### src/design/procPkg.sv
// Shared widths, opcodes, ALU codes and bundle types for the 16-bit processor
// Modules pull this in with a wildcard import in their header
package procPkg;

	typedef logic [15:0] word_t;    // Data word, byte address or instruction
	typedef logic [2:0]  regIdx_t;
	typedef logic [4:0]  opcode_t;  // Instruction bits 15 to 11
	typedef logic [2:0]  aluOp_t;

	// Opcodes
	localparam opcode_t OP_HALT = 5'b00000;
	localparam opcode_t OP_J    = 5'b00100;
	localparam opcode_t OP_ADDI = 5'b01000;
	localparam opcode_t OP_ANDI = 5'b01011;
	localparam opcode_t OP_BEQZ = 5'b01100;
	localparam opcode_t OP_ST   = 5'b10000;
	localparam opcode_t OP_LD   = 5'b10001;
	localparam opcode_t OP_LBI  = 5'b11000;
	localparam opcode_t OP_RR   = 5'b11011;

	// Function field of OP_RR, bits 1 to 0
	localparam logic [1:0] FN_ADD = 2'b00;
	localparam logic [1:0] FN_SUB = 2'b01;
	localparam logic [1:0] FN_AND = 2'b10;
	localparam logic [1:0] FN_XOR = 2'b11;

	localparam aluOp_t ALU_ADD   = 3'd0;
	localparam aluOp_t ALU_SUB   = 3'd1;  // A minus B
	localparam aluOp_t ALU_AND   = 3'd2;
	localparam aluOp_t ALU_XOR   = 3'd3;
	localparam aluOp_t ALU_PASSB = 3'd4;

	// Destination field select
	localparam logic [1:0] DST_RT = 2'd0;  // Bits 7 to 5
	localparam logic [1:0] DST_RD = 2'd1;  // Bits 4 to 2
	localparam logic [1:0] DST_RS = 2'd2;  // Bits 10 to 8, LBI only since imm8 covers 7 to 0

	localparam logic [1:0] IMM_5S = 2'd0;
	localparam logic [1:0] IMM_5Z = 2'd1;
	localparam logic [1:0] IMM_8S = 2'd2;

	localparam logic [1:0] PC_SEQ  = 2'd0;
	localparam logic [1:0] PC_BEQZ = 2'd1;
	localparam logic [1:0] PC_JUMP = 2'd2;

	// Control bundle to the datapath
	typedef struct packed {
		logic       regWrite;
		logic [1:0] dstSel;
		logic       wbSel;     // 1 selects load data
		aluOp_t     aluOp;
		logic       bSrc;      // 1 selects the immediate
		logic [1:0] immSel;
		logic [1:0] pcSel;
		logic       pcWrite;
	} ctrl_t;

	typedef struct packed {
		logic  cyc;
		logic  stb;
		logic  we;
		word_t adr;
		word_t datW;
	} wbReq_t;

endpackage

### src/design/regFile.sv
// Eight 16-bit general registers
// Two combinational read ports and one write port on the clock edge
`timescale 1ns/1ns
module regFile
	import procPkg::*;
(
	input  logic    clk,
	input  logic    rstN,
	input  regIdx_t rdSelA,
	input  regIdx_t rdSelB,
	input  regIdx_t wrSel,
	input  word_t   wrData,
	input  logic    wrEn,
	output word_t   rdA,
	output word_t   rdB
);

	word_t regs [8];

	always_ff @(posedge clk or negedge rstN) begin
		if (!rstN)
			regs <= '{default: '0};  // All registers start at zero
		else if (wrEn)
			regs[wrSel] <= wrData;
	end

	assign rdA = regs[rdSelA];  // Rs
	assign rdB = regs[rdSelB];  // Rt

	// Write data comes through ALU or bus, neither may carry X into state
	assert property (@(posedge clk) disable iff (!rstN)
		wrEn |-> !$isunknown(wrData));

endmodule

### src/design/execUnit.sv
// Immediate extender, B operand select and ALU
// Also gives the Rs zero test used by BEQZ
`timescale 1ns/1ns
module execUnit
	import procPkg::*;
(
	input  word_t instr,
	input  ctrl_t ctrl,
	input  word_t a,
	input  word_t b,
	output word_t result,
	output logic  isZero
);

	word_t imm;
	word_t bOp;

	always_comb begin
		case (ctrl.immSel)
			IMM_5Z:  imm = {11'b0, instr[4:0]};
			IMM_8S:  imm = {{8{instr[7]}}, instr[7:0]};
			default: imm = {{11{instr[4]}}, instr[4:0]};  // IMM_5S, also LD/ST offset
		endcase
	end

	assign bOp = ctrl.bSrc ? imm : b;

	always_comb begin
		case (ctrl.aluOp)
			ALU_ADD:   result = a + bOp;
			ALU_SUB:   result = a - bOp;  // Rs minus Rt
			ALU_AND:   result = a & bOp;
			ALU_XOR:   result = a ^ bOp;
			ALU_PASSB: result = bOp;      // LBI
			default:   result = '0;
		endcase
	end

	assign isZero = (a == '0);

endmodule

### src/design/pcLogic.sv
// Program counter and next-PC select
// Byte addressed, targets are relative to PC plus 2
`timescale 1ns/1ns
module pcLogic
	import procPkg::*;
(
	input  logic  clk,
	input  logic  rstN,
	input  word_t instr,
	input  ctrl_t ctrl,
	input  logic  isZero,
	output word_t pc
);

	word_t pcPlus2, brTarget, jTarget, nextPc;

	assign pcPlus2  = pc + 16'd2;
	assign brTarget = pcPlus2 + {{7{instr[7]}}, instr[7:0], 1'b0};    // Twice signed imm8
	assign jTarget  = pcPlus2 + {{4{instr[10]}}, instr[10:0], 1'b0};  // Twice signed disp11

	always_comb begin
		case (ctrl.pcSel)
			PC_SEQ:  nextPc = pcPlus2;
			PC_BEQZ: nextPc = isZero ? brTarget : pcPlus2;
			PC_JUMP: nextPc = jTarget;
			default: nextPc = pcPlus2;
		endcase
	end

	always_ff @(posedge clk or negedge rstN) begin
		if (!rstN)
			pc <= '0;
		else if (ctrl.pcWrite)
			pc <= nextPc;
	end

endmodule

### src/design/wbMaster.sv
// Wishbone classic master shared by instruction fetch and data access
// Holds the instruction register and the load data latch
`timescale 1ns/1ns
module wbMaster
	import procPkg::*;
(
	input  logic   clk,
	input  logic   rstN,
	input  logic   busFetch,
	input  logic   busMem,
	input  logic   memWrite,
	input  word_t  pc,
	input  word_t  dataAdr,
	input  word_t  storeData,
	output wbReq_t req,
	input  word_t  datR,
	input  logic   ack,
	output logic   busDone,
	output word_t  instr,
	output word_t  loadData
);

	logic start;

	assign start   = (busFetch || busMem) && !req.cyc;
	assign busDone = req.cyc && ack;  // Requester advances on this edge

	always_ff @(posedge clk or negedge rstN) begin
		if (!rstN) begin
			req <= '0;
		end else if (start) begin
			req.cyc  <= 1'b1;
			req.stb  <= 1'b1;
			req.we   <= busMem && memWrite;
			req.adr  <= busMem ? dataAdr : pc;
			req.datW <= storeData;
		end else if (busDone) begin
			req.cyc <= 1'b0;  // Drop the cycle after the ack edge
			req.stb <= 1'b0;
			req.we  <= 1'b0;
		end
	end

	// Read data latches, captured at the ack edge
	always_ff @(posedge clk) begin
		if (busDone && busFetch)
			instr <= datR;
		if (busDone && busMem && !req.we)
			loadData <= datR;
	end

	assert property (@(posedge clk) disable iff (!rstN) req.stb |-> req.cyc);

	// Request must not move while the slave stalls
	assert property (@(posedge clk) disable iff (!rstN)
		(req.stb && !ack) |=> ($stable(req.adr) && $stable(req.we)));

endmodule

### src/design/procControl.sv
// Multi-cycle sequencer and instruction decoder
// Drives the datapath control bundle and requests bus cycles from the master
`timescale 1ns/1ns
module procControl
	import procPkg::*;
(
	input  logic  clk,
	input  logic  rstN,
	input  word_t instr,
	input  logic  busDone,
	output ctrl_t ctrl,
	output logic  busFetch,
	output logic  busMem,
	output logic  memWrite,
	output logic  halted,
	output logic  err
);

	typedef enum logic [2:0] {FETCH, DECODE, EXEC, MEM, WB, HALT, ERROR} state_t;

	state_t  state, nextState;
	ctrl_t   dec;
	opcode_t opcode;
	logic    legal, isLoad, isStore, isHaltOp;

	assign opcode = instr[15:11];

	// Opcode decode, independent of state
	always_comb begin
		dec.regWrite = 1'b0;  // Means "writes in EXEC" here, masked below
		dec.dstSel   = DST_RT;
		dec.wbSel    = 1'b0;
		dec.aluOp    = ALU_ADD;
		dec.bSrc     = 1'b0;
		dec.immSel   = IMM_5S;
		dec.pcSel    = PC_SEQ;
		dec.pcWrite  = 1'b0;
		legal    = 1'b1;
		isLoad   = 1'b0;
		isStore  = 1'b0;
		isHaltOp = 1'b0;
		case (opcode)
			OP_HALT: isHaltOp = 1'b1;
			OP_LBI: begin
				dec.regWrite = 1'b1;
				dec.dstSel   = DST_RS;
				dec.aluOp    = ALU_PASSB;
				dec.bSrc     = 1'b1;
				dec.immSel   = IMM_8S;
			end
			OP_ADDI: begin
				dec.regWrite = 1'b1;
				dec.bSrc     = 1'b1;
			end
			OP_ANDI: begin
				dec.regWrite = 1'b1;
				dec.aluOp    = ALU_AND;
				dec.bSrc     = 1'b1;
				dec.immSel   = IMM_5Z;  // Mask immediate is zero extended
			end
			OP_RR: begin
				dec.regWrite = 1'b1;
				dec.dstSel   = DST_RD;
				case (instr[1:0])
					FN_ADD:  dec.aluOp = ALU_ADD;
					FN_SUB:  dec.aluOp = ALU_SUB;
					FN_AND:  dec.aluOp = ALU_AND;
					FN_XOR:  dec.aluOp = ALU_XOR;
					default: dec.aluOp = ALU_ADD;
				endcase
			end
			OP_LD: begin
				isLoad    = 1'b1;
				dec.wbSel = 1'b1;
				dec.bSrc  = 1'b1;  // Address is Rs plus signed imm5
			end
			OP_ST: begin
				isStore  = 1'b1;
				dec.bSrc = 1'b1;
			end
			OP_BEQZ: dec.pcSel = PC_BEQZ;
			OP_J:    dec.pcSel = PC_JUMP;
			default: legal = 1'b0;
		endcase
	end

	// Per-state strobes and next state
	always_comb begin
		ctrl          = dec;
		ctrl.regWrite = 1'b0;
		ctrl.pcWrite  = 1'b0;
		busFetch      = 1'b0;
		busMem        = 1'b0;
		memWrite      = 1'b0;
		nextState     = state;
		case (state)
			FETCH: begin
				busFetch = 1'b1;
				if (busDone)
					nextState = DECODE;
			end
			DECODE: begin
				if (!legal)
					nextState = ERROR;
				else if (isHaltOp)
					nextState = HALT;
				else
					nextState = EXEC;
			end
			EXEC: begin
				if (isLoad || isStore) begin
					nextState = MEM;
				end else begin
					ctrl.regWrite = dec.regWrite;
					ctrl.pcWrite  = 1'b1;
					nextState     = FETCH;
				end
			end
			MEM: begin
				busMem   = 1'b1;
				memWrite = isStore;
				if (busDone) begin
					if (isLoad) begin
						nextState = WB;
					end else begin
						ctrl.pcWrite = 1'b1;  // Store retires here
						nextState    = FETCH;
					end
				end
			end
			WB: begin
				ctrl.regWrite = 1'b1;
				ctrl.pcWrite  = 1'b1;
				nextState     = FETCH;
			end
			default: nextState = state;  // HALT and ERROR hold
		endcase
	end

	always_ff @(posedge clk or negedge rstN) begin
		if (!rstN)
			state <= FETCH;
		else
			state <= nextState;
	end

	assign halted = (state == HALT);
	assign err    = (state == ERROR);

	// No architectural update while an instruction is being fetched
	assert property (@(posedge clk) disable iff (!rstN)
		busFetch |-> !(ctrl.pcWrite || ctrl.regWrite));

endmodule

### src/design/procTop.sv
// Processor top level with control, datapath and one Wishbone master port
// Instruction and data memory sit outside and answer on the bus
`timescale 1ns/1ns
module procTop
	import procPkg::*;
(
	input  logic  clk,
	input  logic  rstN,
	output logic  cyc,
	output logic  stb,
	output logic  we,
	output word_t adr,
	output word_t datW,
	input  word_t datR,
	input  logic  ack,
	output logic  halted,
	output logic  err
);

	ctrl_t   ctrl;
	wbReq_t  req;
	word_t   instr;
	word_t   loadData;
	word_t   rdA, rdB;
	word_t   result;
	word_t   pc;
	word_t   wrData;
	regIdx_t wrSel;
	logic    busFetch, busMem, memWrite, busDone;
	logic    isZero;

	// Write-back destination and data
	assign wrSel = (ctrl.dstSel == DST_RD) ? instr[4:2] :
		(ctrl.dstSel == DST_RS) ? instr[10:8] : instr[7:5];
	assign wrData = ctrl.wbSel ? loadData : result;

	assign cyc  = req.cyc;
	assign stb  = req.stb;
	assign we   = req.we;
	assign adr  = req.adr;
	assign datW = req.datW;

	procControl procControl_inst (.clk(clk), .rstN(rstN), .instr(instr), .busDone(busDone),
		.ctrl(ctrl), .busFetch(busFetch), .busMem(busMem), .memWrite(memWrite),
		.halted(halted), .err(err));

	regFile regFile_inst (.clk(clk), .rstN(rstN), .rdSelA(instr[10:8]), .rdSelB(instr[7:5]),
		.wrSel(wrSel), .wrData(wrData), .wrEn(ctrl.regWrite), .rdA(rdA), .rdB(rdB));

	execUnit execUnit_inst (.instr(instr), .ctrl(ctrl), .a(rdA), .b(rdB), .result(result),
		.isZero(isZero));

	pcLogic pcLogic_inst (.clk(clk), .rstN(rstN), .instr(instr), .ctrl(ctrl),
		.isZero(isZero), .pc(pc));

	// Store data is always the Rt field register
	wbMaster wbMaster_inst (.clk(clk), .rstN(rstN), .busFetch(busFetch), .busMem(busMem),
		.memWrite(memWrite), .pc(pc), .dataAdr(result), .storeData(rdB), .req(req),
		.datR(datR), .ack(ack), .busDone(busDone), .instr(instr), .loadData(loadData));

endmodule

### config.mk
export PLATFORM = sky130hd
export DESIGN_NAME = procTop
export DESIGN_NICKNAME = d
export VERILOG_FILES = /design/src/design/procPkg.sv /design/src/design/regFile.sv /design/src/design/execUnit.sv /design/src/design/pcLogic.sv /design/src/design/wbMaster.sv /design/src/design/procControl.sv /design/src/design/procTop.sv
export SDC_FILE = /design/constraint.sdc
export NUM_CORES = 1
export LEC_CHECK = 0
export ABC_AREA = 1
export BUFFER_PORTS_ARGS = -buffer_cell sky130_fd_sc_hd__buf_2
export CORE_MARGIN = 2
export CORE_UTILIZATION = 55
export CTS_BUF_LIST = sky130_fd_sc_hd__clkbuf_4 sky130_fd_sc_hd__clkbuf_8
export CTS_CLUSTER_SIZE = 20
export DETAILED_ROUTE_END_ITERATION = 7
export PLACE_DENSITY_LB_ADDON = 0.08
export SLEW_MARGIN = 10
export SYNTH_ARGS = -nofsm -noshare
export SYNTH_HDL_FRONTEND = slang
export SYNTH_SLANG_ARGS = --single-unit
### constraint.sdc
create_clock -name clk -period 4.4 [get_ports clk]
set_clock_uncertainty 0.15 [all_clocks]
set_input_delay 0.22 -clock clk [delete_from_list [all_inputs] [get_ports clk]]
set_output_delay 0.22 -clock clk [all_outputs]
set_load 0.005 [all_outputs]
Word-level counts from Yosys, hierarchy flattened

Cells that the tools add are included.

Equality and inequality tests: 29
Muxes and demuxes: 47
Reductions and logical operators: 22
$lt $le $gt $ge: 4
Add/subtract/negate cells: 5
Bitwise operators: 5

Operators with widths:

| cell                    | count |
|---|---|
| $mux W16                | 9 |
| $bwmux W128             | 1 |
| $bmux W16 S3            | 2 |
| $pmux W16 S5            | 1 |
| $pmux W16 S2            | 2 |
| $add A16 B16 Y16        | 3 |
| $demux W16 S3           | 1 |
| $mux W3                 | 9 |
| $eq A5 B5 Y1 const B    | 4 |
| $add A16 B2 Y16 const B | 1 |
| $and A16 B16 Y16        | 1 |
| $logic_not A16 Y1       | 1 |
| $sub A16 B16 Y16        | 1 |
| $xor A16 B16 Y16        | 1 |
| $eq A5 B4 Y1 const B    | 3 |
| $pmux W3 S5             | 1 |
| $mux W1                 | 13 |
| $eq A3 B2 Y1 const B    | 4 |
| $eq A3 B3 Y1 const B    | 4 |
| $ge A4 B4 Y1 const B    | 3 |
| $not A3 Y4              | 3 |
| $pmux W2 S2             | 3 |
| $pmux W3 S4             | 1 |
| $eq A2 B2 Y1 const B    | 5 |
| 21 further kinds        | 35 |

Register bits: 214
Bits of input ports: 19
Word-level logic and storage cells: 129
Output and inout port bits: 37

Longest topological paths before layout

Gate-level depths: netlist of the first run.

Depth in word-level cells: 11
Gate-level depth with buffers: 29
Depth with buffers taken out: 28

Cells and area by module

Synthesis of the first run repeated with hierarchy kept, for this count alone.

Cell total of the unflattened synthesis: 2296
Area total of the unflattened synthesis: 15361.0 um^2

Modules (own cells, without submodules):

| module      | area each (um^2) | instances | cells an instance | seq. area each (um^2) |
|---|---|---|---|---|
| regFile     | 7489.7           | 1         | 1165              | 3203.1 |
| wbMaster    | 2552.4           | 1         | 237               | 1811.7 |
| pcLogic     | 2453.6           | 1         | 411               | 375.4 |
| execUnit    | 2083.2           | 1         | 355               | 0.0 |
| procControl | 427.9            | 1         | 84                | 75.1 |
| procTop     | 354.1            | 1         | 44                | 0.0 |

Least setup slack after synthesis of the first run

No wires, ideal clock.

Path type: reg-to-reg
Start point: reg wbMaster_inst.instr[13]
End point: reg regFile_inst.regs[106] (netlist bit)
Path buffers: 1
Setup slack: 0.519 ns
Required time: 4.122 ns
Arrival: 3.603 ns
Library setup time: 0.128 ns
Period minus slack after synthesis: 3.881 ns
Stages on the path, launching flop included: 24
Cell sequence: edfxtp_1 > inv_1 > nand2_1 > nor2_1 > o21ai_1 > inv_1 > nor2_1 > nand2_1 > clkbuf_1 > inv_1 > nand2_1 > o21ai_0 > fa_1 > nand3_1 > nand2_1 > nand2_1 > o21ai_0 > a21boi_0 > o21ai_0 > or2_2 > nand3_1 > nand4_1 > nand3_1 > o21ai_0

Cells in the longest elaborated chain, start to end: 11
Elaborated cells between the ends (all ways): 44
Classes of those cells: add/sub (2); order compare (2); eq/ne (14); mux (18); bitwise (3); reduce/logical (5)

RTL lines:

| element                                                                   | RTL line       | source |
|---|---|---|
| start, declared                                                           | wbMaster.sv:19 | `output word_t instr,` |
| start signal, assigned                                                    | wbMaster.sv:47 | `instr <= datR;` |
| parallel branches: the longest is 11 deep, another holds $sub A16 B16 Y16 | -              |  |
| end signal, assigned by index                                             | regFile.sv:24  | `regs[wrSel] <= wrData;` |
| end, declared                                                             | regFile.sv:18  | `word_t regs [8];` |

Parallel ways; which one is timed is not known.
A chain may end at the register's enable or synchronous reset.

Final worst setup path of the first run

Start point: reg wbMaster_inst.instr[5]
End point: reg regFile_inst.regs[126] (netlist bit)

Cells in the longest elaborated chain, start to end: 9
Elaborated cells between the ends (all ways): 21
Classes of those cells: add/sub (2); order compare (2); mux (12); bitwise (4); reduce/logical (1)

RTL lines:

| element                                     | RTL line       | source |
|---|---|---|
| $not A3 Y4 (implied by the code)            | regFile.sv:28  | `assign rdB = regs[rdSelB];` |
| $bmux W16 S3                                | regFile.sv:28  |  |
| $mux W16 (implied by the code) (2 in a row) | regFile.sv:28  |  |
| $mux W16                                    | execUnit.sv:26 | `assign bOp = ctrl.bSrc ? imm : b;` |
| $sub A16 B16 Y16 (tied with other cells)    | execUnit.sv:31 | `ALU_SUB: result = a - bOp;` |
| $pmux W16 S5                                | execUnit.sv:29 | `case (ctrl.aluOp)` |
| $mux W16                                    | procTop.sv:35  | `assign wrData = ctrl.wbSel ? loadData : result;` |
| $bwmux W128 (*)                             | regFile.sv:24  |  |

Every way passes the cells marked *; elsewhere a longest branch is shown, timed or not. The select of a mux whose other input is x is not followed.

==> run summary, run 1 <==
RUN STATUS
--------------------------------------------------------------------------------------
Result of the run                                                         complete, no violations

SETUP PATH
--------------------------------------------------------------------------------------
Crit. End Element                                                            flip-flop
Cell depth of the worst flop-to-flop path                                           25
Startpoint type of the worst setup path                                      flip-flop
Critical path class                                                         reg -> reg
Worst path arrival time                                                        4530 ps
Critical path peak fanout                                                           11
R2R Setup Slk                                                                   190 ps
Destination of the worst register-to-register timing path                 regFile_inst.regs[126]$_DFFE_PN0P_
Crit. Startpoint                                                          wbMaster_inst.instr[5]$_DFFE_PP_
Critical path endpoint                                                    regFile_inst.regs[126]$_DFFE_PN0P_
Critical path data required time                                               4720 ps
R2R Path Start                                                            wbMaster_inst.instr[5]$_DFFE_PP_

CTS
--------------------------------------------------------------------------------------
Clock sink count                                                                   212
CTS tree                                                                           yes
H-tree depth reported by CTS                                                         2
TritonCTS Buffers                                                                   39
Clock latency of the later-clocked register in the worst-skew pair              560 ps
Clock-pin slew on the worst setup and hold paths                                 60 ps
Clock buffer depth                                                                   3
Clock Root Buffer                                                         sky130_fd_sc_hd__clkbuf_8

GLOBAL ROUTING
--------------------------------------------------------------------------------------
Leftover overflow at the end of global routing                                       0
Gr usage total                                                                   33.9%
Global-route wire length before repair                                         73.6 mm
Number of antenna violations at the first check in global routing                    1
Pin count of the biggest net entering global routing                               103
Number of global-route vias before repair                                        13100

TIMING
--------------------------------------------------------------------------------------
Hold violation total from the final report                                           0
Setup TNS after final layout                                                      0 ps
Worst slew pin tran                                                            1060 ps
Tmin final                                                                     4210 ps
Final setup vio count                                                                0
Slew headroom                                                                    28.7%
Max Slew Vio Count                                                                   0
Max Fclk                                                                       237 MHz
Post-route fraction of the period consumed by the critical path                  95.8%
Unrepaired setup endpoints after global routing                                    yes

POWER AND IR DROP
--------------------------------------------------------------------------------------
Net Sw Power                                                                0.000914 W
Share of power burned in the clock network                                       48.9%
Sequential Power Share                                                           49.6%
Logic pwr share                                                                   1.5%
Static Leakage                                                                 7.98 nW
Worst IR drop on VDD                                                          0.244 mV
PD cells                                                                   246 nW/um^2
Int Power                                                                    0.00311 W
Sw Share                                                                         22.7%

LAYOUT
--------------------------------------------------------------------------------------
Count of inserted antenna diode cells                                                0
Area delta synth->final                                                          13.5%
Most frequent standard cell in the layout excluding fill and tap cells    sky130_fd_sc_hd__nand2_1
Share of post-route cells with drive strength above 1                            13.4%
Utilization after layout                                                         63.1%
Final #Nets                                                                       2200
Commonest cells after routing, fill and taps aside                        sky130_fd_sc_hd__nand2_1 (580), sky130_fd_sc_hd__o21ai_0 (223), sky130_fd_sc_hd__inv_1 (197), sky130_fd_sc_hd__nand3_1 (186), sky130_fd_sc_hd__dfrtp_1 (180)
Number of filler instances in the final layout                                    2429

MIN PATH
--------------------------------------------------------------------------------------
Type of the tightest min-delay check                                       in -> async

SYNTHESIS
--------------------------------------------------------------------------------------
Post-synthesis async set-or-reset flop share                                     84.9%
Synthesized flop and latch total                                                   212
Yosys warning count                                                                  0
Count of different cell masters after synthesis                                     49
Post-Syn Nets                                                                     2114
Sequential-to-total area share from yosys stat                                   37.9%
Synthesized area per cell                                                    7.08 um^2
Cell area after technology mapping                                          14400 um^2
Primary FF master, synth                                                  sky130_fd_sc_hd__dfrtp_1
Post-synth EDFFs                                                                    32
Instance count of the mapped netlist                                              2035

ROUTING
--------------------------------------------------------------------------------------
DRC violations left                                                                  0
Mean routed wirelength per cell                                                19.2 um
Starting DRT DRC Count                                                            1690
Wire length reported by the detailed router                                    47.6 mm
Total number of vias                                                             14200
Remaining antenna violation count after routing                                      0
Number of detailed-route iterations in the first pass                                6
Mean number of vias per cell                                                      5.73

PLACE
--------------------------------------------------------------------------------------
Weighted congestion reported at the end of routability-driven placement          0.954
Quantity of I/O buffers inserted on ports                                           55
Detailed-placement wirelength estimate                                         33.6 mm

FLOORPLAN
--------------------------------------------------------------------------------------
Row cnt                                                                             59
Initial cell density of the core                                                 55.6%
Die height                                                                      166 um
Horizontal extent of the die                                                    166 um
I/O Pins                                                                            56
Full die area                                                               27500 um^2
Core Region                                                                 25900 um^2

RUN
--------------------------------------------------------------------------------------
Count of maximum capacitance violations                                              0

-- layer usage --
metal	up-vias	GRT usage [%]	part of all wire, %
li1	6859	-	-
met4	0	12.4	3.4
met3	114	6.67	9.6
met5	-	0	0
met1	6592	48.5	44
met2	648	51.5	43
-- what timing repair did --
item | 4_1_cts | 5_1_grt
setup endpoints to repair | 8 | 85
buffers inserted | 1 | 9
gates resized for setup | 1 | 57
pin swaps | 1 | 6
hold buffers | 18 | 0
hold endpoints to repair | 135 | 0
cloned | 0 | 4
-- critical path, stage by stage, from the launching register on --
cell                       delay [ps]
sky130_fd_sc_hd__edfxtp_1         560
sky130_fd_sc_hd__buf_6            210
sky130_fd_sc_hd__buf_12           140
sky130_fd_sc_hd__nand2_1           50
sky130_fd_sc_hd__nand3_1           80
sky130_fd_sc_hd__nand3_1          150
sky130_fd_sc_hd__nand2_2          160
sky130_fd_sc_hd__nand2_1           80
sky130_fd_sc_hd__nand2_2           80
sky130_fd_sc_hd__nand2_1           80
sky130_fd_sc_hd__nor2_2           130
sky130_fd_sc_hd__nand4_1          140
sky130_fd_sc_hd__nor2_1           170
sky130_fd_sc_hd__nand2_1           70
sky130_fd_sc_hd__nand2_1           70
sky130_fd_sc_hd__xor2_1            70
sky130_fd_sc_hd__ha_1             370
sky130_fd_sc_hd__inv_2             90
sky130_fd_sc_hd__nor4_4           290
sky130_fd_sc_hd__nand3_1          140
sky130_fd_sc_hd__nand3_1          100
sky130_fd_sc_hd__nand2_1           50
sky130_fd_sc_hd__o211ai_1         250
sky130_fd_sc_hd__mux2i_1          110
sky130_fd_sc_hd__buf_4            190
sky130_fd_sc_hd__o21ai_1          140
-- per-stage QoR --
stage	hold slack (ps)	worst slack (ps)	total power [W]	area (um^2)	std cells
after floorplan	-226	519	0.00203	14400	2035
after global placement	249	-104	0.00208	15100	2383
after detailed placement	263	-77.7	0.00208	15100	2383
after CTS	215	37.9	0.00405	16100	2469
after global routing	243	-101	0.00414	16400	2482
final	200	186	0.00402	16400	2482
-- cell families after synthesis --
logic type	Yosys count	synth area share (%)
AO/OA/AOI/OAI	444	16.4
adder cells (fa/ha/maj)	60	5.31
XOR/XNOR	38	2.31
multiplexers	2	0.139
flip-flops	212	37.9
AND/OR/NAND/NOR	961	28.7
buffers and inverters	318	9.20
-- power by group through the flow --
| stage | Clock, W | Combinational (W) | Sequential, W |
|---|---|---|---|
| floorplan | 0 | 0.000000788 | 0.00203 |
| global route | 0.00207 | 0.0000713 | 0.00199 |
| CTS | 0.00199 | 0.0000641 | 0.00199 |
| global placement | 0 | 0.0000511 | 0.00203 |
| detailed placement | 0 | 0.0000518 | 0.00203 |
| finish | 0.00197 | 0.0000619 | 0.00199 |
-- cell usage after synthesis, types with 2 or more instances --
cell type                   number  area [um^2]
sky130_fd_sc_hd__o211ai_1        6         45.0
sky130_fd_sc_hd__a211oi_1        4         30.0
sky130_fd_sc_hd__buf_4          16          120
sky130_fd_sc_hd__inv_2          21         78.8
sky130_fd_sc_hd__fa_1            2         40.0
sky130_fd_sc_hd__o21ai_0       234         1170
sky130_fd_sc_hd__xor2_1         27          236
sky130_fd_sc_hd__nor2_2          7         43.8
sky130_fd_sc_hd__nand3_2         8         80.1
sky130_fd_sc_hd__clkinv_1        3         11.3
sky130_fd_sc_hd__o31ai_1         3         22.5
sky130_fd_sc_hd__clkbuf_1       34          128
sky130_fd_sc_hd__a221oi_1       10         87.6
sky130_fd_sc_hd__nor2_4         11          124
sky130_fd_sc_hd__xnor2_1        11         96.3
sky130_fd_sc_hd__nor3_1         13         65.1
sky130_fd_sc_hd__o2bb2ai_1       2         17.5
sky130_fd_sc_hd__a31oi_1         5         31.3
sky130_fd_sc_hd__nand4_1         9         56.3
sky130_fd_sc_hd__nand2_2         7         43.8
sky130_fd_sc_hd__nand3b_1        3         22.5
sky130_fd_sc_hd__o21ai_2         5         43.8
sky130_fd_sc_hd__o21bai_1        2         15.0
sky130_fd_sc_hd__buf_2          28          140
sky130_fd_sc_hd__o41ai_1         2         17.5
sky130_fd_sc_hd__nand3_1       187          936
sky130_fd_sc_hd__o21ai_1        29          145
sky130_fd_sc_hd__nor2_1        110          413
sky130_fd_sc_hd__a21oi_1       135          676
sky130_fd_sc_hd__ha_1           58          726
sky130_fd_sc_hd__buf_1          10         37.5
sky130_fd_sc_hd__a21boi_0        2         15.0
sky130_fd_sc_hd__or2_2          10         62.6
sky130_fd_sc_hd__dfrtp_1       180         4500
sky130_fd_sc_hd__inv_1         201          754
sky130_fd_sc_hd__buf_6           5         56.3
sky130_fd_sc_hd__mux2i_1         2         20.0
sky130_fd_sc_hd__nand3_4         2         35.0
sky130_fd_sc_hd__nand2_1       590         2210
sky130_fd_sc_hd__edfxtp_1       32          961
-- how the worst min path moves through the flow --
stage	endpoint	startpoint	depth (start not counted)
after floorplan	pcLogic_inst.pc[10]$_DFFE_PN0P_	rstN	0
after global placement	regFile_inst.regs[24]$_DFFE_PN0P_	rstN	1
after detailed placement	regFile_inst.regs[88]$_DFFE_PN0P_	rstN	1
after CTS	wbMaster_inst.instr[8]$_DFFE_PP_	datR[8]	2
after global routing	wbMaster_inst.instr[3]$_DFFE_PP_	datR[3]	2
final	regFile_inst.regs[24]$_DFFE_PN0P_	rstN	2
-- sequential cells by signal, indices dropped and copies added (netlist names) --
| signal | count |
|---|---|
| wbMaster_inst.instr | 16 |
| pcLogic_inst.pc | 15 |
| procControl_inst.state | 3 |
| wbMaster_inst.loadData | 16 |
| wbMaster_inst.req | 34 |
| regFile_inst.regs | 128 |
-- final cells by class --
class / count / area, um^2 / area share [%]
multi-input cells: 1505 / 7730 / 47.3
flip-flops and latches: 212 / 5470 / 33.4
repair buffers: 138 / 1090 / 6.64
inverters: 225 / 850 / 5.20
clock buffers: 62 / 759 / 4.64
well taps: 335 / 419 / 2.56
clock inverters: 5 / 42.5 / 0.260
Note: power is estimated with default switching activity, not from simulation.
==> run 2, diff against run 1 <==
--- a/config.mk
+++ b/config.mk
@@ -5,7 +5,6 @@
 export SDC_FILE = /design/constraint.sdc
 export NUM_CORES = 1
 export LEC_CHECK = 0
-export ABC_AREA = 1
 export BUFFER_PORTS_ARGS = -buffer_cell sky130_fd_sc_hd__buf_2
 export CORE_MARGIN = 2
 export CORE_UTILIZATION = 55
==> run summary, run 2 <==
FLOORPLAN
--------------------------------------------------------------------------------------
Row cnt                                                                             57
I/O Pins                                                                            56
Horizontal extent of the die                                                    161 um
Initial cell density of the core                                                 56.1%
Full die area                                                               26100 um^2
Die height                                                                      161 um
Core Region                                                                 24300 um^2

MIN PATH
--------------------------------------------------------------------------------------
Type of the tightest min-delay check                                       in -> async

GLOBAL ROUTING
--------------------------------------------------------------------------------------
Global-route wire length before repair                                         63.8 mm
Number of antenna violations at the first check in global routing                    1
Pin count of the biggest net entering global routing                               110
Gr usage total                                                                   31.7%
Leftover overflow at the end of global routing                                       0
Number of global-route vias before repair                                        11200

TIMING
--------------------------------------------------------------------------------------
Worst slew pin tran                                                            1100 ps
Final setup vio count                                                               76
Max Slew Vio Count                                                                   0
Unrepaired setup endpoints after global routing                                    yes
Tmin final                                                                     4650 ps
Minimum setup slack in the final design                                        -253 ps
Setup TNS after final layout                                                 -11340 ps
Hold violation total from the final report                                           0
Post-route fraction of the period consumed by the critical path                   106%
Max Fclk                                                                       215 MHz
Slew headroom                                                                    26.9%

CTS
--------------------------------------------------------------------------------------
Clock Root Buffer                                                         sky130_fd_sc_hd__clkbuf_8
CTS tree                                                                           yes
H-tree depth reported by CTS                                                         2
Clock sink count                                                                   212
TritonCTS Buffers                                                                   39
Clock buffer depth                                                                   3
Clock-pin slew on the worst setup and hold paths                                 60 ps
Clock latency of the later-clocked register in the worst-skew pair              560 ps

SETUP PATH
--------------------------------------------------------------------------------------
Startpoint type of the worst setup path                                      flip-flop
Critical path data required time                                               4670 ps
Crit. End Element                                                            flip-flop
Critical path class                                                         reg -> reg
Slowest cell on crit path                                                 sky130_fd_sc_hd__edfxtp_1
Cells traversed along the worst timing path                               buf_12 -> mux4_2 -> o22ai_1 -> a222oi_1 -> buf_4 -> buf_4 -> nor3_4 -> and3_4 -> and3_4 -> nor2_2 -> xnor2_1 -> ha_1 -> a21oi_4 -> o21bai_1 -> a21oi_2 -> o31ai_4 -> xnor2_2 -> xnor2_2 -> a221oi_4 -> buf_6 -> o22ai_2
Worst path arrival time                                                        4920 ps
R2R Setup Slk                                                                  -250 ps
Largest stage delay, worst path                                                 550 ps
Critical path peak fanout                                                            8

POWER AND IR DROP
--------------------------------------------------------------------------------------
Worst IR drop on VDD                                                          0.266 mV
Int Power                                                                    0.00320 W
Net Sw Power                                                                0.000919 W
Static Leakage                                                                 8.13 nW
Sequential Power Share                                                           48.4%
Share of power burned in the clock network                                       50.1%
PD cells                                                                   237 nW/um^2
Sw Share                                                                         22.3%
Logic pwr share                                                                   1.5%

SYNTHESIS
--------------------------------------------------------------------------------------
Top cells by area in the synthesized netlist                              sky130_fd_sc_hd__dfrtp_1 (33%), sky130_fd_sc_hd__mux2_2 (12%), sky130_fd_sc_hd__mux4_2 (8.6%)
Post-synth EDFFs                                                                    32
Yosys warning count                                                                  0
Area share of the largest cell type after synthesis                              33.0%
Most instantiated library cell after synthesis                            sky130_fd_sc_hd__dfrtp_1
Most frequent cells after synthesis                                       sky130_fd_sc_hd__dfrtp_1 (180), sky130_fd_sc_hd__mux2_2 (147), sky130_fd_sc_hd__nand2_1 (84)
Synthesized area per cell                                                    11.0 um^2
Synthesized flop and latch total                                                   212
Post-synthesis async set-or-reset flop share                                     84.9%
Instance count of the mapped netlist                                              1239
Cell area after technology mapping                                          13600 um^2
Sequential-to-total area share from yosys stat                                   40.1%
Primary FF master, synth                                                  sky130_fd_sc_hd__dfrtp_1
Most area-hungry cell type in the Yosys netlist                           sky130_fd_sc_hd__dfrtp_1
Post-Syn Nets                                                                     1318
Count of different cell masters after synthesis                                     68

LAYOUT
--------------------------------------------------------------------------------------
Number of filler instances in the final layout                                    1759
Flip-flop count of the largest register after layout                               128
Most frequent standard cell in the layout excluding fill and tap cells    sky130_fd_sc_hd__buf_4
Count of non-filler cells in the finished layout                                  1841
Commonest cells after routing, fill and taps aside                        sky130_fd_sc_hd__buf_4 (188), sky130_fd_sc_hd__dfrtp_1 (180), sky130_fd_sc_hd__mux2_2 (124), sky130_fd_sc_hd__nand2_1 (82), sky130_fd_sc_hd__nor2_1 (60)
Area delta synth->final                                                          27.5%
Utilization after layout                                                         71.5%
Final instance area                                                         17400 um^2
Register with the highest flop count                                      regFile_inst.regs
Registers with the most flip-flops                                        regFile_inst.regs x128, wbMaster_inst.req x34
Count of inserted antenna diode cells                                                0
Final #Nets                                                                       1565
Area taken by flip-flops and latches                                         5470 um^2
Share of post-route cells with drive strength above 1                            41.7%
Multi-input gate area                                                        8350 um^2

RUN STATUS
--------------------------------------------------------------------------------------
Result of the run                                                         complete, but fails checks
Violations in the final reports                                           design-rule violations, negative setup slack

PLACE
--------------------------------------------------------------------------------------
Post-Place Cell Area                                                        15400 um^2
Detailed-placement wirelength estimate                                         28.9 mm
Worst slack after detailed placement                                           -464 ps
Weighted congestion reported at the end of routability-driven placement          0.925
Quantity of I/O buffers inserted on ports                                           55
Total placed cells including tap cells                                            1717

ROUTING
--------------------------------------------------------------------------------------
Remaining antenna violation count after routing                                      0
Starting DRT DRC Count                                                            1159
Mean routed wirelength per cell                                                22.4 um
Mean number of vias per cell                                                      6.12
DRC violations left                                                                  2
Wire length reported by the detailed router                                    41.2 mm
Total number of vias                                                             11300
Number of detailed-route iterations in the first pass                                8

RUN
--------------------------------------------------------------------------------------
Count of maximum capacitance violations                                              0

run 2: final cells by class:
class,count,share of cell area (%)
multi-input combinational,915,48.0
sequential,212,31.4
timing repair buffer,280,12.4
clock buffer,61,4.43
tap,324,2.33
inverter,38,0.820
clock inverter,11,0.576
run 2: timing repair:
| action | 4_1_cts | 5_1_grt |
|---|---|---|
| pin swaps | 28 | 46 |
| hold buffers | 18 | 0 |
| resized for setup | 86 | 78 |
| endpoints found under the setup margin | 104 | 106 |
| cloned | 1 | 1 |
| endpoints found under the hold margin | 141 | 0 |
| setup buffers | 17 | 20 |
run 2: final timing paths:
path,startpoint,endpoint,depth (start not counted)
max,wbMaster_inst.instr[6]$_DFFE_PP_,regFile_inst.regs[31]$_DFFE_PN0P_,21
max reg2reg,wbMaster_inst.instr[6]$_DFFE_PP_,regFile_inst.regs[31]$_DFFE_PN0P_,21
min,rstN,regFile_inst.regs[30]$_DFFE_PN0P_,2
min reg2reg,wbMaster_inst.req[22]$_DFFE_PN0P_,wbMaster_inst.req[22]$_DFFE_PN0P_,2
max in group asynchronous,rstN,regFile_inst.regs[55]$_DFFE_PN0P_,3
min in group clk,datR[3],wbMaster_inst.loadData[3]$_DFFE_PP_,2
run 2: kinds of logic after synthesis:
kind of cell / after synthesis / synth area share (%)
multiplexers: 242 / 23.9
AO/OA/AOI/OAI: 281 / 13.5
flip-flops: 212 / 40.1
XOR/XNOR: 63 / 4.05
AND/OR/NAND/NOR: 269 / 9.53
buffers and inverters: 112 / 3.39
adder cells (fa/ha/maj): 60 / 5.61
run 2: metrics by stage:
stage	power [W]	hold slack [ps]
finish	0.00412	231
CTS	0.00415	208
global route	0.00424	238
global placement	0.00208	259
detailed placement	0.00208	262
floorplan	0.00203	-226
run 2: worst max-delay path: cells and delay by family, from the launching register on:
kind                       cells  cell delay, ps
AOI/OAI and AO/OA              8            1150
xor gates and xnor gates       3             450
muxes                          1             510
adders and majority gates      1             320
DFF                            1             550
buffers and inverters          4             710
and+or+nand+nor                4             670
run 2: routing by layer:
metal | GRT usage (%) | wire length [um] | share of wire (%) | up-vias
met1 | 44.2 | 18100 | 44 | 5624
met3 | 5.11 | 2230 | 5.4 | 106
met4 | 11.4 | 1450 | 3.5 | 2
li1 | - | - | - | 5153
met5 | 0 | 10 | 0.024 | -
met2 | 50.7 | 19500 | 47 | 378
run 2: power by group through the flow:
stage,registers (W),clock network [W],logic (W)
2_1_floorplan,0.00203,0,0.000000741
3_3_place_gp,0.00203,0,0.0000497
3_5_place_dp,0.00203,0,0.0000498
4_1_cts,0.00199,0.00210,0.0000630
5_1_grt,0.00199,0.00218,0.0000700
6_report,0.00199,0.00206,0.0000616
==> run 3, diff against run 2 <==
==> constraint.sdc (replaced) <==
create_clock -name clk -period 5.5 [get_ports clk]
set_clock_uncertainty 0.15 [all_clocks]
set_input_delay 0.275 -clock clk [delete_from_list [all_inputs] [get_ports clk]]
set_output_delay 0.275 -clock clk [all_outputs]
set_load 0.005 [all_outputs]
==> run summary, run 3 (synthesis results as in run 2) <==
GLOBAL ROUTING
--------------------------------------------------------------------------------------
Pin count of the biggest net entering global routing                               100
Gr usage total                                                                   31.2%
Leftover overflow at the end of global routing                                       0
Number of antenna violations at the first check in global routing                    0
Global-route wire length before repair                                         62.2 mm
Number of global-route vias before repair                                        10700

RUN STATUS
--------------------------------------------------------------------------------------
Result of the run                                                         complete, no violations

LAYOUT
--------------------------------------------------------------------------------------
Area delta synth->final                                                          14.3%
Share of post-route cells with drive strength above 1                            29.2%
Count of non-filler cells in the finished layout                                  1693
Register with the highest flop count                                      regFile_inst.regs
Commonest cells after routing, fill and taps aside                        sky130_fd_sc_hd__dfrtp_1 (180), sky130_fd_sc_hd__mux2_2 (147), sky130_fd_sc_hd__nand2_1 (84), sky130_fd_sc_hd__o21ai_0 (73), sky130_fd_sc_hd__nor2_1 (70)
Registers with the most flip-flops                                        regFile_inst.regs x128, wbMaster_inst.req x34
Final #Nets                                                                       1416
Count of inserted antenna diode cells                                                0
Flip-flop count of the largest register after layout                               128
Most frequent standard cell in the layout excluding fill and tap cells    sky130_fd_sc_hd__dfrtp_1

MIN PATH
--------------------------------------------------------------------------------------
Type of the tightest min-delay check                                       in -> async

TIMING
--------------------------------------------------------------------------------------
Unrepaired setup endpoints after global routing                                     no
Tmin final                                                                     5110 ps
Hold violation total from the final report                                           0
Final setup vio count                                                                0
Worst slew pin tran                                                            1180 ps
Max Fclk                                                                       196 MHz
Post-route fraction of the period consumed by the critical path                  92.9%
Minimum setup slack in the final design                                         393 ps
Setup TNS after final layout                                                      0 ps
Max Slew Vio Count                                                                   0
Worst hold-check slack                                                          217 ps
Slew headroom                                                                    21.3%

ROUTING
--------------------------------------------------------------------------------------
DRC violations left                                                                  0
Mean routed wirelength per cell                                                23.4 um
Wire length reported by the detailed router                                    39.6 mm
Remaining antenna violation count after routing                                      0
Number of detailed-route iterations in the first pass                                5
Starting DRT DRC Count                                                            1081
Mean number of vias per cell                                                      6.26
Total number of vias                                                             10600

CTS
--------------------------------------------------------------------------------------
Clock sink count                                                                   212
CTS tree                                                                           yes
Clock Root Buffer                                                         sky130_fd_sc_hd__clkbuf_8
Clock latency of the later-clocked register in the worst-skew pair              560 ps
Clock buffer depth                                                                   3
Clock-pin slew on the worst setup and hold paths                                 60 ps
TritonCTS Buffers                                                                   40
H-tree depth reported by CTS                                                         2

PLACE
--------------------------------------------------------------------------------------
Total placed cells including tap cells                                            1600
Worst slack after detailed placement                                            339 ps
Detailed-placement wirelength estimate                                         28.3 mm
Quantity of I/O buffers inserted on ports                                           55
Weighted congestion reported at the end of routability-driven placement           1.01

FLOORPLAN
--------------------------------------------------------------------------------------
Die height                                                                      161 um
Row cnt                                                                             57
Full die area                                                               26100 um^2
Initial cell density of the core                                                 56.1%
Core Region                                                                 24300 um^2
I/O Pins                                                                            56
Horizontal extent of the die                                                    161 um

SETUP PATH
--------------------------------------------------------------------------------------
Critical path peak fanout                                                            8
Cell depth of the worst flop-to-flop path                                           22
Critical path class                                                         reg -> reg
R2R Path Start                                                            wbMaster_inst.instr[11]$_DFFE_PP_
Crit. End Element                                                            flip-flop
Worst path arrival time                                                        5390 ps
Critical path data required time                                               5790 ps
Crit. Startpoint                                                          wbMaster_inst.instr[11]$_DFFE_PP_
Startpoint type of the worst setup path                                      flip-flop

POWER AND IR DROP
--------------------------------------------------------------------------------------
Total power                                                                  0.00339 W
Worst IR drop on VDD                                                          0.188 mV
PD cells                                                                   217 nW/um^2
Static Leakage                                                                 7.22 nW

RUN
--------------------------------------------------------------------------------------
Count of maximum capacitance violations                                              0

[run 3: final timing paths]
path	endpoint	slack, ps
worst max-delay path	regFile_inst.regs[95]$_DFFE_PN0P_	390
worst min-delay path	regFile_inst.regs[73]$_DFFE_PN0P_	220
worst max register to register	regFile_inst.regs[95]$_DFFE_PN0P_	390
worst min register to register	wbMaster_inst.req[16]$_DFFE_PN0P_	320
max in group asynchronous	wbMaster_inst.req[1]$_DFFE_PN0P_	3970
min in group clk	wbMaster_inst.loadData[4]$_DFFE_PP_	300
[run 3: per-stage QoR]
stage,instance area [um^2],utilization [%]
floorplan,13600,-
global placement,14500,59.5
detailed placement,14500,59.5
CTS,15600,64.0
global route,15600,64.1
finish,15600,64.1
[run 3: routing by layer]
| metal | up-vias | routed length, um | share of wire [%] | GRT usage, % |
|---|---|---|---|---|
| li1 | 4863 | - | - | - |
| met5 | - | 0 | 0 | 0 |
| met3 | 78 | 3050 | 7.7 | 6.27 |
| met2 | 423 | 18100 | 46 | 48.4 |
| met4 | 0 | 1100 | 2.8 | 9.58 |
| met1 | 5235 | 17400 | 44 | 44.5 |
[run 3: critical path, cell delays in order (launching register included)]
cell	delay (ps)
sky130_fd_sc_hd__edfxtp_1	480
sky130_fd_sc_hd__nand2b_1	310
sky130_fd_sc_hd__a211oi_2	290
sky130_fd_sc_hd__nor2_1	90
sky130_fd_sc_hd__buf_4	180
sky130_fd_sc_hd__mux2_2	320
sky130_fd_sc_hd__nor2_1	190
sky130_fd_sc_hd__nor4b_4	340
sky130_fd_sc_hd__nor2_1	100
sky130_fd_sc_hd__xnor2_1	240
sky130_fd_sc_hd__ha_1	300
sky130_fd_sc_hd__o21a_1	110
sky130_fd_sc_hd__o21ai_0	140
sky130_fd_sc_hd__a21oi_1	80
sky130_fd_sc_hd__o41ai_1	270
sky130_fd_sc_hd__buf_4	190
sky130_fd_sc_hd__o21a_1	170
sky130_fd_sc_hd__o31ai_1	110
sky130_fd_sc_hd__xnor2_1	260
sky130_fd_sc_hd__xnor2_2	170
sky130_fd_sc_hd__a221oi_4	80
sky130_fd_sc_hd__buf_4	190
sky130_fd_sc_hd__o31ai_1	220
[run 3: final cells by class]
cell class,count,area [um^2]
fill,2000,8730
multi-input combinational,915,7740
sequential,212,5470
timing repair buffer,130,915
clock buffer,63,786
tap,324,405
inverter,38,143
clock inverter,11,131
[run 3: report_power, final]
part / internal [W] / switching, W
clock network: 0.00105 / 0.000691
registers: 0.00159 / 0.000000606
logic: 0.0000156 / 0.0000336
total: 0.00266 / 0.000725
[run 3: what timing repair did]
item | in CTS | in global routing
hold endpoints to repair | 114 | 0
hold buffers | 18 | 0
setup endpoints to repair | 0 | 14
buffers inserted | 0 | 1
resized for setup | 0 | 2
